--- config.mk ---
export PLATFORM = sky130hd
export DESIGN_NAME = key_irq
export DESIGN_NICKNAME = d
export VERILOG_FILES = /design/src/rtl/key_irq.sv
export SDC_FILE = /design/constraint.sdc
export NUM_CORES = 1
export LEC_CHECK = 0
export BUFFER_PORTS_ARGS = -buffer_cell sky130_fd_sc_hd__buf_2
export CORE_AREA = 10 10 47 49
export CTS_BUF_LIST = sky130_fd_sc_hd__clkbuf_8
export DETAILED_ROUTE_END_ITERATION = 6
export DIE_AREA = 0 0 57 59
export MAX_ROUTING_LAYER = met4
export PLACE_DENSITY = 0.67
export SLEW_MARGIN = 25
export SYNTH_ARGS = -nofsm -noshare
export SYNTH_HDL_FRONTEND = slang
export SYNTH_SLANG_ARGS = --single-unit
export TNS_END_PERCENT = 10
--- constraint.sdc ---
create_clock -name CLOCK_50 -period 1 [get_ports CLOCK_50]
set_input_delay 0.1 -clock CLOCK_50 [delete_from_list [all_inputs] [get_ports CLOCK_50]]
set_output_delay 0.1 -clock CLOCK_50 [all_outputs]
set_load 0.01 [all_outputs]
--- src/rtl/key_irq.sv ---
module key_irq (
    input  logic       CLOCK_50,
    input  logic       KEY0,
    input  logic [7:0] key_ascii,
    input  logic       key_pressed,  // one-cycle pulse
    input  logic       irq_ack,
    output logic [7:0] key_data,
    output logic [3:0] irq_vector
);

    logic key_valid;

    assign key_valid = key_pressed && (key_ascii != 8'd0);

    // keeps the last byte seen even when it is zero
    always_ff @(posedge CLOCK_50 or negedge KEY0) begin
        if (!KEY0) begin
            key_data <= 8'd0;
        end else if (key_pressed) begin
            key_data <= key_ascii;
        end
    end

    // single source, so the vector is just 0 or 1
    always_ff @(posedge CLOCK_50 or negedge KEY0) begin
        if (!KEY0) begin
            irq_vector <= 4'd0;
        end else begin
            if (key_valid) begin
                irq_vector <= 4'd1;
            end
            if (irq_vector != 4'd0 && irq_ack) begin
                irq_vector <= 4'd0;  // ack wins over a press in the same cycle
            end
        end
    end

endmodule

==> flow_summary_export.csv <==
group,metric,value,unit
synth,synth-compound-area-share,0.01316,
floorplan,design.core.area,1401,sq um
route,firstDrtPassIters,1,
cells_and_area,nFillCells,140,
synth,synth_simple_gate_area_share,0.04934,
grt,antenna_found_initial,0,
route,via_count,287,
clock_tree,clock_latency,0.23,ns
setup_path,cpPeakStageDelay,0.54,ns
grt,grt_max_degree,10,
setup_path,slowest_stage,"or4_1",
cells_and_area,mostFrequentLayoutCell,"buf_2",
cells_and_area,area_growth_syn_to_layout,40.79,%
cells_and_area,antenna_cells,0,
cells_and_area,final_cell_mix,"buf_2 (20), dfrtp_1 (9), mux2_2 (8)",
clock_tree,h-tree-depth,1,
synth,syn_area_per_cell,14.63,sq um
clock_tree,tritoncts,"yes",
synth,ys_ff_latch,9,
clock_tree,clkSinkCount,9,
floorplan,io_pins,24,
cells_and_area,regArea,225.2,sq um
synth,synth_area,380.4,sq um
sta,period_needed,0.8589,ns
route,wire_per_inst,14.29,um
clock_tree,post_cts_buffers,0,
route,drtIter0Drc,0,
synth,ys_types,9,
hold_path,min_path_type,"input port to flip-flop",
synth,synthAdderAreaFrac,0,
power_and_ir_drop,leakage,0.2663,nW
cells_and_area,multi_input_area,135.1,sq um
grt,track_usage,0.05745,
sta,max_freq,1164,MHz
power_and_ir_drop,cellPowerDensity,1802,nW/um^2
sta,hold_violations,0,
floorplan,die_w,57,um
power_and_ir_drop,finalPower,964.8,uW
clock_tree,root_buffer,"clkbuf_8",
synth,synth_top_area_share,0.5921,
floorplan,dieHeight,59,um
power_and_ir_drop,ir_drop,742.8,uV
sta,period_share,0.8589,
sta,rsz0062_at_grt,"false",
cells_and_area,layout-drive-gt1-share,0.6531,
clock_tree,cts_made_buffers,3,
synth,synth-xor-area-share,0,
sta,holdWs,0.05286,ns
route,ant_nets,0,
status,status,"finished clean",
sta,setup_viol,0,
floorplan,rows,14,
synth,synth_area_leaders,"dfrtp_1 (59%), mux2_2 (24%), buf_4 (5.9%)",
setup_path,arrival,0.97,ns
grt,gr-total-overflow,0,
setup_path,cp-end-kind,"flip-flop",
clock_tree,clkTransAtPathRegs,0.04,ns
clock_tree,clock_path_buffers,2,
route,drcViolationCount,0,
sta,drv_slew,0,
setup_path,criticalPathCategory,"input port to flip-flop",
synth,ys_seq_area_frac,0.5921,
clock_tree,cts_resized,0,
setup_path,path_max_fanout,2,
cells_and_area,final_nets,62,
grt,grt_first_pass_wirelength,1.455,mm
floorplan,die_area,3363,sq um
synth,synth_top_family_by_area,"multiplexers",
placement,dp_hpwl,788.6,um
sta,fin_skew,0,ns
route,wirelength,929,um
placement,gp_congestion,0.6617,
grt,first_global_vias,339,
placement,portBuffers,20,
synth,ys_warn_count,0,
synth,yosysTopAreaCell,"dfrtp_1",
setup_path,cp_data_required_time,1.11,ns
synth,synthMuxAreaShare,0.2632,
setup_path,cp-start-kind,"input port",
floorplan,start_util,0.2714,
route,viasPerCell,4.415,
synth,netlist_instances,26,
flow_run,maxCapViolCount,0,
setup_path,path_cells,"buf_2, or4_1, o21ai_1, mux2i_1",
[where the power goes]
| group | total [mW] | internal [mW] | leakage [nW] | switching (mW) |
|---|---|---|---|---|
| Combinational | 0.148 | 0.0759 | 0.134 | 0.0721 |
| Clock | 0.398 | 0.266 | 0.0269 | 0.132 |
| Sequential | 0.419 | 0.402 | 0.105 | 0.0163 |
[synth_stat cells]
master and number:
o21ai_1 1, or4_1 1, dfrtp_1 9, mux2i_1 1
buf_2 1, buf_4 3, or4_4 1, conb_1 1
mux2_2 8
[registers in the layout (all words and copies together) (netlist names)]
register and count:
key_data 8, irq_vector 1
[per-stage QoR]
step	instances	setup WS, ns	util	instance area, sq um	setup TNS, ns
4_1_cts	65	0.1392	0.3821	535.5	0
2_1_floorplan	28	0.07811	-	387.9	0
3_3_place_gp	60	-0.07786	0.3429	480.5	-0.07786
6_report	65	0.1411	0.3821	535.5	0
5_1_grt	65	0.1196	0.3821	535.5	0
3_5_place_dp	60	-0.09972	0.3429	480.5	-0.09972
[metal layers]
| layer | up-vias | global-route usage | share of wire |
|---|---|---|---|
| met5 | - | - | 0 |
| met2 | 27 | 0.06047 | 0.33 |
| met3 | 0 | 0.04506 | 0.18 |
| met4 | 0 | 0.05034 | 0 |
| li1 | 129 | - | - |
| met1 | 131 | 0.06471 | 0.49 |
[kinds of logic (layout without fill, tap and decap cells)]
kind of cell / count (synthesis) / count (layout)
buf+inv: 4 / 25
flops: 9 / 9
other cells: 1 / 3
compound gates: 1 / 1
mux: 9 / 9
simple gates: 2 / 2
[cell type report]
class,count,area share
clock buffer,3,0.07710
clock inverter,1,0.007009
multi-input combinational,15,0.2523
sequential,9,0.4206
tap,16,0.03738
timing repair buffer,21,0.2056
[repair_timing]
item	4_1_cts	5_1_grt
hold endpoints to repair	9	0
endpoints found under the setup margin	0	0
hold buffers	1	0
[path summary, 6_finish.rpt]
check                         startpoint            end  slack [ns]  cells past startpoint
max in group asynchronous           KEY0    key_data[1]        0.56                      2
setup / recovery            key_ascii[7]  irq_vector[0]        0.14                      4
min in group asynchronous           KEY0    key_data[6]        0.26                      2
hold reg to reg            irq_vector[0]  irq_vector[0]        0.47                      1
setup reg to reg             key_data[3]    key_data[3]        0.25                      1
hold / removal                   irq_ack  irq_vector[0]        0.05                      2
[worst max-delay path, delay by kind of cell]
family          cells  cell delay, ns
buf+inv             1            0.10
compound gates      1            0.15
mux                 1            0.08
simple gates        1            0.54
Power figures use the tool's default switching activity.
