--- src/rtl/soc_bus_pkg.sv ---
package soc_bus_pkg;

    // bus widths
    localparam int addr_w = 64;
    localparam int data_w = 64;

    // memory map
    localparam logic [addr_w-1:0] ram_base  = 64'h0000_0000_0000_1000;
    localparam int                ram_bytes = 4096;
    localparam int                ram_words = 1024;  // 32-bit words
    localparam int                ram_idx_w = 10;
    localparam logic [addr_w-1:0] key_addr  = 64'h0000_0000_0000_8000;
    localparam logic [addr_w-1:0] uart_addr = 64'h0000_0000_0000_8008;

    // load/store access type
    // stores reuse codes 0..3 as sb, sh, sw, sd
    typedef enum logic [2:0] {
        ls_lb  = 3'd0,
        ls_lh  = 3'd1,
        ls_lw  = 3'd2,
        ls_ld  = 3'd3,
        ls_lbu = 3'd4,
        ls_lhu = 3'd5,
        ls_lwu = 3'd6
    } ls_type_e;

    // what the processor holds on the bus while an access is in flight
    typedef struct packed {
        logic [addr_w-1:0] addr;
        logic [data_w-1:0] wdata;
        ls_type_e          ls_type;
    } bus_req_t;

    // one-hot region of the current address
    typedef struct packed {
        logic ram;
        logic key;
        logic uart;
        logic none;  // unmapped
    } region_sel_t;

    // command from the bus controller into the ram port
    typedef struct packed {
        logic [ram_idx_w-1:0] idx;
        logic [1:0]           byte_off;
        ls_type_e             ls_type;
        logic [data_w-1:0]    wdata;
        logic                 rd;  // single-cycle strobe
        logic                 wr;  // single-cycle strobe
    } ram_cmd_t;

endpackage

--- src/rtl/bus_decoder.sv ---
module bus_decoder (
    input  logic [soc_bus_pkg::addr_w-1:0]    addr,
    output soc_bus_pkg::region_sel_t          sel,
    output logic [soc_bus_pkg::ram_idx_w-1:0] ram_idx,
    output logic [1:0]                        byte_off
);

    import soc_bus_pkg::*;

    logic [addr_w-1:0] ram_off;  // byte offset into the ram window
    logic              in_ram;
    logic              is_key;
    logic              is_uart;

    assign ram_off = addr - ram_base;

    // ram window is [ram_base, ram_base + ram_bytes)
    assign in_ram  = (addr >= ram_base) && (addr < ram_base + ram_bytes);
    assign is_key  = (addr == key_addr);
    assign is_uart = (addr == uart_addr);

    assign sel.ram  = in_ram;
    assign sel.key  = is_key;
    assign sel.uart = is_uart;
    assign sel.none = !(in_ram || is_key || is_uart);  // anything else

    // word index drops the two byte bits
    assign ram_idx  = ram_off[ram_idx_w+1:2];
    assign byte_off = addr[1:0];

endmodule

--- config.mk ---
export PLATFORM = sky130hd
export DESIGN_NAME = bus_decoder
export DESIGN_NICKNAME = d
export VERILOG_FILES = /design/src/rtl/soc_bus_pkg.sv /design/src/rtl/bus_decoder.sv
export SDC_FILE = /design/constraint.sdc
export NUM_CORES = 1
export LEC_CHECK = 0
export BUFFER_PORTS_ARGS = -buffer_cell sky130_fd_sc_hd__buf_2
export CAP_MARGIN = 20
export CORE_UTILIZATION = 23
export DETAILED_ROUTE_END_ITERATION = 8
export GPL_ROUTABILITY_DRIVEN = 0
export PLACE_DENSITY = 0.95
export SYNTH_ARGS = -nofsm -noshare
export SYNTH_HDL_FRONTEND = slang
export SYNTH_SLANG_ARGS = --single-unit
export TNS_END_PERCENT = 30
--- constraint.sdc ---
create_clock -name vclk -period 2.7
set_clock_uncertainty 0.2 [all_clocks]
set_input_delay 0.54 -clock vclk [all_inputs]
set_output_delay 0.54 -clock vclk [all_outputs]
set_load 0.02 [all_outputs]
==> flow_summary.json <==
{
  "die_h_um": 39.68,
  "yosysTopAreaCell": "buf_4",
  "cp_slowest_cell": "nor4_1",
  "critPathLaunchType": "primary input",
  "fin_crit_ns": 2.566,
  "drt-initial-drc-count": 3,
  "ys_seq_area_share_pct": 0,
  "whs_path_depth": 2,
  "die_x_um": 39.68,
  "timing.final.crit_share_pct": 95.06,
  "die_area_um2": 1575,
  "path_class": "in2out",
  "wire_per_inst_um": 9.815,
  "grt_use_total_pct": 12.69,
  "slew_violations": 0,
  "core_um2": 1318,
  "final_core_util_pct": 48.05,
  "finalSetupViolations": 0,
  "hold_viol": 0,
  "synth_fp_nets": 108,
  "grt_max_degree": 5,
  "drv_cap": 0,
  "routed_wl_um": 1217,
  "cp_top_family": "simple AND/OR/NAND/NOR gates",
  "io_buffers": 80,
  "synthCells": 44,
  "dp_hpwl_um": 1182,
  "cpPeakStageDelay_ns": 0.37,
  "n_clock_buffer": 0,
  "ys_types": 14,
  "seq_cells": 0,
  "synthesis.area_um2": 326.6,
  "antenna_found_initial": 0,
  "vias": 592,
  "ctsResizeCount": 0,
  "area_growth_pct": 93.87,
  "antenna_cells": 0,
  "rsz0062_at_grt": "no",
  "yosys_warnings": 0,
  "grt_remaining_overflow": 0,
  "initial_core_util_pct": 24.79,
  "num_rows": 13,
  "firstDrtPassIters": 2,
  "fin_tns_setup_ns": 0,
  "grt_pass1_wl_um": 1483,
  "crit_arrival_ns": 1.83,
  "synth_top_area_share_pct": 34.48,
  "end_kind": "primary output",
  "p_per_area_nw_per_um2": 121.5,
  "hp-class": "in2out",
  "tightest_slew_ns": 0.3607,
  "cpMostUsedCell": "buf_2",
  "hold_ws_ns": 1.112,
  "ir_drop_mv": 0.05829,
  "fmax_mhz": 389.6,
  "postRouteAntennaNets": 0,
  "maxSlewHeadroom_pct": 75.73,
  "hold_buffers": 0,
  "layout.nets": 175,
  "worstHoldEndpoint": "ram_idx[5]",
  "crit_buf_inv": 2,
  "outcome": "finished, final reports clean",
  "avgSynthCellArea_um2": 7.422,
  "p_leak_uw": 0.0003864,
  "grt_pass1_vias": 461,
  "cp_max_fo": 4,
  "io_pins": 80,
  "required_ns": 1.96,
  "ys_top_cells_by_area": "buf_4 34%, nor4_1 25%, nor4b_4 7.3%",
  "crit_chain": "buf_2, nor4_1, nand4_2, nor3_4, nor4b_4, buf_2",
  "drcViolationCount": 0,
  "cts_setup_buffers": 0,
  "worstHoldStart": "addr[7]",
  "drive_above_1_share_pct": 77.06,
  "viasPerCell": 4.774,
  "seq_area_um2": 0
}
==> power breakdown <==
group | total [uW] | internal [uW] | switching [uW]
registers | 0 | 0 | 0
clock network | 0 | 0 | 0
logic | 76.9 | 42.6 | 34.3
total | 76.9 | 42.6 | 34.3
==> cells by family (layout without fill, tap and decap cells) <==
group                  after synthesis  after routing  share of synthesized area [%]
AND/OR/NAND/NOR                     27             27                          62.84
buffers and inverters               16             81                          35.63
AO/OA/AOI/OAI                        1              1                          1.531
==> per-stage QoR <==
step | cell area [um2] | cells | setup slack, ns | power, uW
after floorplan | 326.6 | 44 | 0.3119 | 33.31
after global placement | 633.1 | 124 | 0.1546 | 74.94
after detailed placement | 633.1 | 124 | 0.1264 | 77.22
after CTS | 633.1 | 124 | 0.1244 | 77.49
after global routing | 633.1 | 124 | 0.07734 | 83.39
final | 633.1 | 124 | 0.1335 | 76.89
==> synth_stat cells <==
| cell | n |
|---|---|
| or4_4 | 1 |
| and3_1 | 1 |
| nor3b_1 | 1 |
| inv_1 | 1 |
| and3b_1 | 1 |
| buf_4 | 15 |
| o21ai_0 | 1 |
| nor2_1 | 3 |
| nand4_1 | 3 |
| nor4_1 | 13 |
| nor4b_4 | 1 |
| nand3b_1 | 1 |
| nor3_4 | 1 |
| nand4_2 | 1 |
==> cells in the final DEF, fill, tap and decap left out <==
master / instances
buf_2: 80
nor4_1: 13
nand4_1: 3
nor2_1: 3
inv_1: 1
or4_4: 1
nand4_2: 1
nor3_4: 1
nor4b_4: 1
nor3b_1: 1
and3b_1: 1
and3_1: 1
o21ai_0: 1
nand3b_1: 1
==> how the worst max path moves through the flow <==
stage               cells past startpoint     end  slack [ns]  startpoint
finish                                  6  sel[3]        0.13    addr[36]
global route                            6  sel[3]        0.08    addr[36]
CTS                                     6  sel[3]        0.12    addr[36]
detailed placement                      6  sel[3]        0.13    addr[36]
global placement                        5  sel[3]        0.15    addr[53]
floorplan                               4  sel[3]        0.31    addr[53]
==> layout make-up <==
| type | instances | area (um2) |
|---|---|---|
| tap | 15 | 18.77 |
| fill | 136 | 684.4 |
| inverter | 1 | 3.754 |
| multi-input combinational | 28 | 210.2 |
| timing repair buffer | 80 | 400.4 |
==> routing by layer <==
layer,track usage (%),up-vias,routed length (um),share of wire (%)
met3,1.136,0,150,12
li1,-,292,-,-
met1,10.89,253,367,30
met5,0,-,0,0
met2,29.51,47,698,57
met4,1.724,0,0,0
No activity file was read; power rests on OpenSTA's default activity.
