[src/rtl/soc_bus_pkg.sv]
package soc_bus_pkg;

    // bus widths
    localparam int addr_w = 64;
    localparam int data_w = 64;

    // memory map
    localparam logic [addr_w-1:0] ram_base  = 64'h0000_0000_0000_1000;
    localparam int                ram_bytes = 4096;
    localparam int                ram_words = 1024;  // 32-bit words
    localparam int                ram_idx_w = 10;
    localparam logic [addr_w-1:0] key_addr  = 64'h0000_0000_0000_8000;
    localparam logic [addr_w-1:0] uart_addr = 64'h0000_0000_0000_8008;

    // load/store access type
    // stores reuse codes 0..3 as sb, sh, sw, sd
    typedef enum logic [2:0] {
        ls_lb  = 3'd0,
        ls_lh  = 3'd1,
        ls_lw  = 3'd2,
        ls_ld  = 3'd3,
        ls_lbu = 3'd4,
        ls_lhu = 3'd5,
        ls_lwu = 3'd6
    } ls_type_e;

    // what the processor holds on the bus while an access is in flight
    typedef struct packed {
        logic [addr_w-1:0] addr;
        logic [data_w-1:0] wdata;
        ls_type_e          ls_type;
    } bus_req_t;

    // one-hot region of the current address
    typedef struct packed {
        logic ram;
        logic key;
        logic uart;
        logic none;  // unmapped
    } region_sel_t;

    // command from the bus controller into the ram port
    typedef struct packed {
        logic [ram_idx_w-1:0] idx;
        logic [1:0]           byte_off;
        ls_type_e             ls_type;
        logic [data_w-1:0]    wdata;
        logic                 rd;  // single-cycle strobe
        logic                 wr;  // single-cycle strobe
    } ram_cmd_t;

endpackage

[src/rtl/bus_controller.sv]
module bus_controller (
    input  logic                              CLOCK_50,
    input  logic                              KEY0,
    input  soc_bus_pkg::bus_req_t             bus_req,
    input  logic                              bus_read_enable,
    input  logic                              bus_write_enable,
    input  soc_bus_pkg::region_sel_t          sel,
    input  logic [soc_bus_pkg::ram_idx_w-1:0] ram_idx,
    input  logic [1:0]                        byte_off,
    input  logic [soc_bus_pkg::data_w-1:0]    ram_rdata,
    input  logic                              ram_done,
    input  logic [7:0]                        key_data,
    output logic [soc_bus_pkg::addr_w-1:0]    req_addr,
    output soc_bus_pkg::ram_cmd_t             ram_cmd,
    output logic [soc_bus_pkg::data_w-1:0]    bus_read_data,
    output logic                              bus_read_done,
    output logic                              bus_write_done,
    output logic [7:0]                        uart_data,
    output logic                              uart_strobe
);

    import soc_bus_pkg::*;

    typedef enum logic [1:0] {
        st_idle,
        st_decode,  // registered address is being decoded
        st_ram      // waiting on ram_done
    } ctrl_state_e;

    ctrl_state_e state;
    bus_req_t    req_q;
    logic        is_read;
    logic        ram_rd;
    logic        ram_wr;
    logic        start;

    assign start = bus_read_enable || bus_write_enable;

    // request stays put until the next enable
    always_ff @(posedge CLOCK_50) begin
        if (state == st_idle && start) begin
            req_q <= bus_req;
        end
    end

    assign req_addr  = req_q.addr;
    assign uart_data = req_q.wdata[7:0];

    // ram command with index and offset straight from the decoder
    assign ram_cmd.idx      = ram_idx;
    assign ram_cmd.byte_off = byte_off;
    assign ram_cmd.ls_type  = req_q.ls_type;
    assign ram_cmd.wdata    = req_q.wdata;
    assign ram_cmd.rd       = ram_rd;
    assign ram_cmd.wr       = ram_wr;

    always_ff @(posedge CLOCK_50 or negedge KEY0) begin
        if (!KEY0) begin
            state          <= st_idle;
            is_read        <= 1'b0;
            ram_rd         <= 1'b0;
            ram_wr         <= 1'b0;
            bus_read_data  <= '0;
            bus_read_done  <= 1'b1;
            bus_write_done <= 1'b1;
            uart_strobe    <= 1'b0;
        end else begin
            ram_rd      <= 1'b0;  // strobes last one cycle
            ram_wr      <= 1'b0;
            uart_strobe <= 1'b0;

            case (state)
                st_idle: begin
                    if (start) begin
                        is_read <= bus_read_enable;
                        if (bus_read_enable) bus_read_done <= 1'b0;
                        if (bus_write_enable) bus_write_done <= 1'b0;
                        state <= st_decode;
                    end
                end

                st_decode: begin
                    if (sel.ram) begin
                        ram_rd <= is_read;
                        ram_wr <= !is_read;
                        state  <= st_ram;
                    end else begin
                        // key, console and unmapped finish here
                        if (is_read) begin
                            bus_read_data <= sel.key ? {{(data_w-8){1'b0}}, key_data} : '0;
                            bus_read_done <= 1'b1;
                        end else begin
                            uart_strobe    <= sel.uart;  // key store is dropped
                            bus_write_done <= 1'b1;
                        end
                        state <= st_idle;
                    end
                end

                st_ram: begin
                    if (ram_done) begin
                        if (is_read) begin
                            bus_read_data <= ram_rdata;
                            bus_read_done <= 1'b1;
                        end else begin
                            bus_write_done <= 1'b1;
                        end
                        state <= st_idle;
                    end
                end

                default: state <= st_idle;
            endcase
        end
    end

endmodule

[config.mk]
export PLATFORM = sky130hd
export DESIGN_NAME = bus_controller
export DESIGN_NICKNAME = d
export VERILOG_FILES = /design/src/rtl/soc_bus_pkg.sv /design/src/rtl/bus_controller.sv
export SDC_FILE = /design/constraint.sdc
export NUM_CORES = 1
export LEC_CHECK = 0
export BUFFER_PORTS_ARGS = -buffer_cell sky130_fd_sc_hd__buf_2
export CORE_AREA = 2 2 171 173
export DETAILED_ROUTE_END_ITERATION = 10
export DIE_AREA = 0 0 173 175
export PLACE_DENSITY = 0.63
export REMOVE_ABC_BUFFERS = 1
export SLEW_MARGIN = 15
export SYNTH_ARGS = -nofsm -noshare
export SYNTH_HDL_FRONTEND = slang
export SYNTH_SLANG_ARGS = --single-unit
[constraint.sdc]
create_clock -name CLOCK_50 -period 4.9 [get_ports CLOCK_50]
set_clock_uncertainty 0.05 [all_clocks]
set_input_delay 0.735 -clock CLOCK_50 [delete_from_list [all_inputs] [get_ports CLOCK_50]]
set_output_delay 0.735 -clock CLOCK_50 [all_outputs]
set_load 0.01 [all_outputs]
==> summary.txt <==
Place
  – Placed inst area: 9270 um^2
  – Placed cell count: 1,116
  – RD Place Congestion: 0.7653
  – Port Buffers: 418
  – DPL Wire Length: 14.71 mm

STA
  – Final hold viol count: 0
  – Fin crit share: 50.58%
  – Slew Limit Fails: 0
  – Slew at the pin with the worst max-slew slack: 0.9040 ns
  – RSZ-0062 raised after global routing: no
  – Worst Hold Margin: 0.3044 ns
  – Slew headroom: 39.73%
  – Min Tclk post-route: 2.478 ns
  – Setup TNS: 0 ns
  – FMAX: 0.4035 GHz
  – Endpoints failing setup: 0

Global routing
  – GR Overflow Total: 0
  – Largest net degree at the start of global routing: 73
  – First-pass GRT wire length: 28.59 mm
  – Vias in the first global route: 4,837
  – Antenna violations before repair: 5
  – Gr usage total: 12.33%

Power
  – Max IR drop VDD: 0.0002216 V
  – Leakage: 4.673 nW
  – PwrDens: 570.5 nW/um^2
  – Overall power: 5.662 mW

Floorplanning
  – Initial core utilization: 24.44%
  – Core ar.: 28,390 um^2
  – # rows: 62
  – Die footprint: 30,280 um^2
  – Die H: 175 um
  – I/O pin cnt: 444
  – Die width: 173 um

Critical path
  – Critical path depth in cells: 5
  – Top Family by Delay on Critical Path: buffers and inverters
  – CP bufs+invs: 3
  – Crit start category: flip-flop
  – Crit path launch: state[0]$_DFFE_PN0P_
  – Worst EP arrival: 2.58 ns
  – Crit path cell chain: inv_1, ha_1, o21ai_0, inv_4, buf_4
  – Max stage delay on crit path: 0.62 ns
  – CP max FO: 64
  – Slowest-stage cell, CP: inv_4
  – Reg2Reg Depth: 5
  – Crit. End Element: flip-flop
  – Kind of critical path: flip-flop to flip-flop
  – WP data required: 5.01 ns
  – Reg2reg start: state[0]$_DFFE_PN0P_

Yosys
  – Cells after Synth: 347
  – Register area share after synthesis: 82.69%
  – Cell Area, Synth: 6939 um^2
  – Ys Warns: 0
  – Syn_area_per_cell: 20.00 um^2
  – Library cells used by synthesis: 27
  – #FFs+latches synth: 203

CTS
  – CTS tree: yes
  – Clock slew at reported path FFs: 0.06 ns
  – Total setup buffers inserted after CTS: 0
  – H-tree Lvls: 1
  – Clock Latency Late Sink: 0.49 ns
  – CTS Buf Count: 22
  – Root Driver: clkbuf_16
  – Post-cts resize count: 0
  – Max clock buf depth: 3
  – CTS sink count: 203
  – Hold-fix buffers at CTS: 0

Drt
  – Iter 0 DRT Violations: 115
  – Via-to-Cell Ratio: 4.058
  – Pre-antenna DRT Iters: 4
  – DR WL/cell: 17.00 um
  – Via count: 4,695
  – Post-route ant nets: 0
  – DR DRC count: 0
  – Routed wire length: 19.67 mm

Finish
  – Layout cells sized above 1: 60.10%
  – Post-route cell area: 9925 um^2
  – Cell Count, Final, Fillers Out: 1,157
  – Final net count: 985
  – Most frequent cells in the layout: buf_2 (417), edfxtp_1 (131), dfrtp_1 (70)
  – Area delta synth->final: 43.02%
  – Commonest non-fill, non-tap cell in the layout: buf_2

Job
  – Max-cap violations: 0

Min path
  – Min-delay worst type: input port to async pin

Status
  – Outcome: finished, final reports clean
==> cells by family after synthesis <==
family,synth area share [%]
adder cells (fa/ha/maj),0.9016
AO/OA/AOI/OAI,9.106
flip-flops,82.69
multiplexers,1.659
AND/OR/NAND/NOR,1.497
buffers and inverters,4.147
==> per-stage QoR <==
step	setup slack, ns	utilization, %
4_1_cts	2.354	34.95
5_1_grt	2.201	34.95
3_5_place_dp	2.291	32.65
2_1_floorplan	0.9548	-
3_3_place_gp	2.327	32.65
6_report	2.422	34.96
==> cell usage after synthesis (all sizes together) <==
cell type / instances / share of area [%]
nand2: 6 / 0.36
a22o: 64 / 8.1
clkbuf: 1 / 0.054
o2111ai: 1 / 0.38
dfrtp: 70 / 25
nor2b: 2 / 0.18
and2: 1 / 0.090
mux2: 8 / 1.5
mux2i: 1 / 0.14
edfxtp: 131 / 57
nor4bb: 1 / 0.14
buf: 36 / 3.9
and3: 1 / 0.090
ha: 5 / 0.90
nor2: 3 / 0.16
a31oi: 2 / 0.18
dfstp: 2 / 0.76
inv: 3 / 0.16
and4: 1 / 0.16
nand2b: 3 / 0.31
o21ai: 3 / 0.22
a41oi: 2 / 0.25
==> routing by layer <==
metal	global-route usage [%]	share of wire, %	vias to the layer above
li1	-	-	2138
met1	14.33	38	2217
met2	20.82	49	298
met3	5.222	11	36
met4	3.531	1.9	6
met5	0	0.21	-
==> layout make-up <==
| class | count | area, um^2 |
|---|---|---|
| fill | 2779 | 18470 |
| timing repair buffer | 422 | 2125 |
| clock buffer | 32 | 609.3 |
| antenna | 1 | 2.502 |
| clock inverter | 8 | 42.54 |
| tap | 384 | 480.5 |
| inverter | 3 | 13.76 |
| multi-input combinational | 104 | 913.4 |
| sequential | 203 | 5738 |
==> report_power, final <==
part / internal (mW) / switching (mW) / total (mW)
Sequential: 2.44 / 0.175 / 2.62
Clock: 0.863 / 0.641 / 1.50
Combinational: 0.602 / 0.939 / 1.54
Total: 3.91 / 1.76 / 5.66
==> worst paths after layout <==
| path | slack (ns) | end |
|---|---|---|
| worst min register to register | 0.45 | bus_read_data[37]$_DFFE_PN0P_ |
| max in group asynchronous | 3.90 | bus_read_data[11]$_DFFE_PN0P_ |
| worst max-delay path | 2.42 | ram_cmd[62]$_DFFE_PP_ |
| worst min-delay path | 0.30 | bus_read_data[8]$_DFFE_PN0P_ |
| worst max register to register | 2.42 | ram_cmd[62]$_DFFE_PP_ |
| min in group CLOCK_50 | 0.36 | req_addr[20]$_DFFE_PP_ |
==> worst reg2reg max path: cells and delay by family (launching register included) <==
kind                       cells  cell delay (ns)
buffers and inverters          3             1.27
DFF                            1             0.41
adders and majority gates      1             0.22
AOI/OAI and AO/OA              1             0.19
==> sequential cells by signal (all words and copies together) (netlist names) <==
name            count
ram_cmd            67
ram_wr              1
bus_read_data      64
state               2
bus_read_done       1
uart_strobe         1
bus_write_done      1
req_addr           64
is_read             1
ram_rd              1
Power figures use the tool's default switching activity.
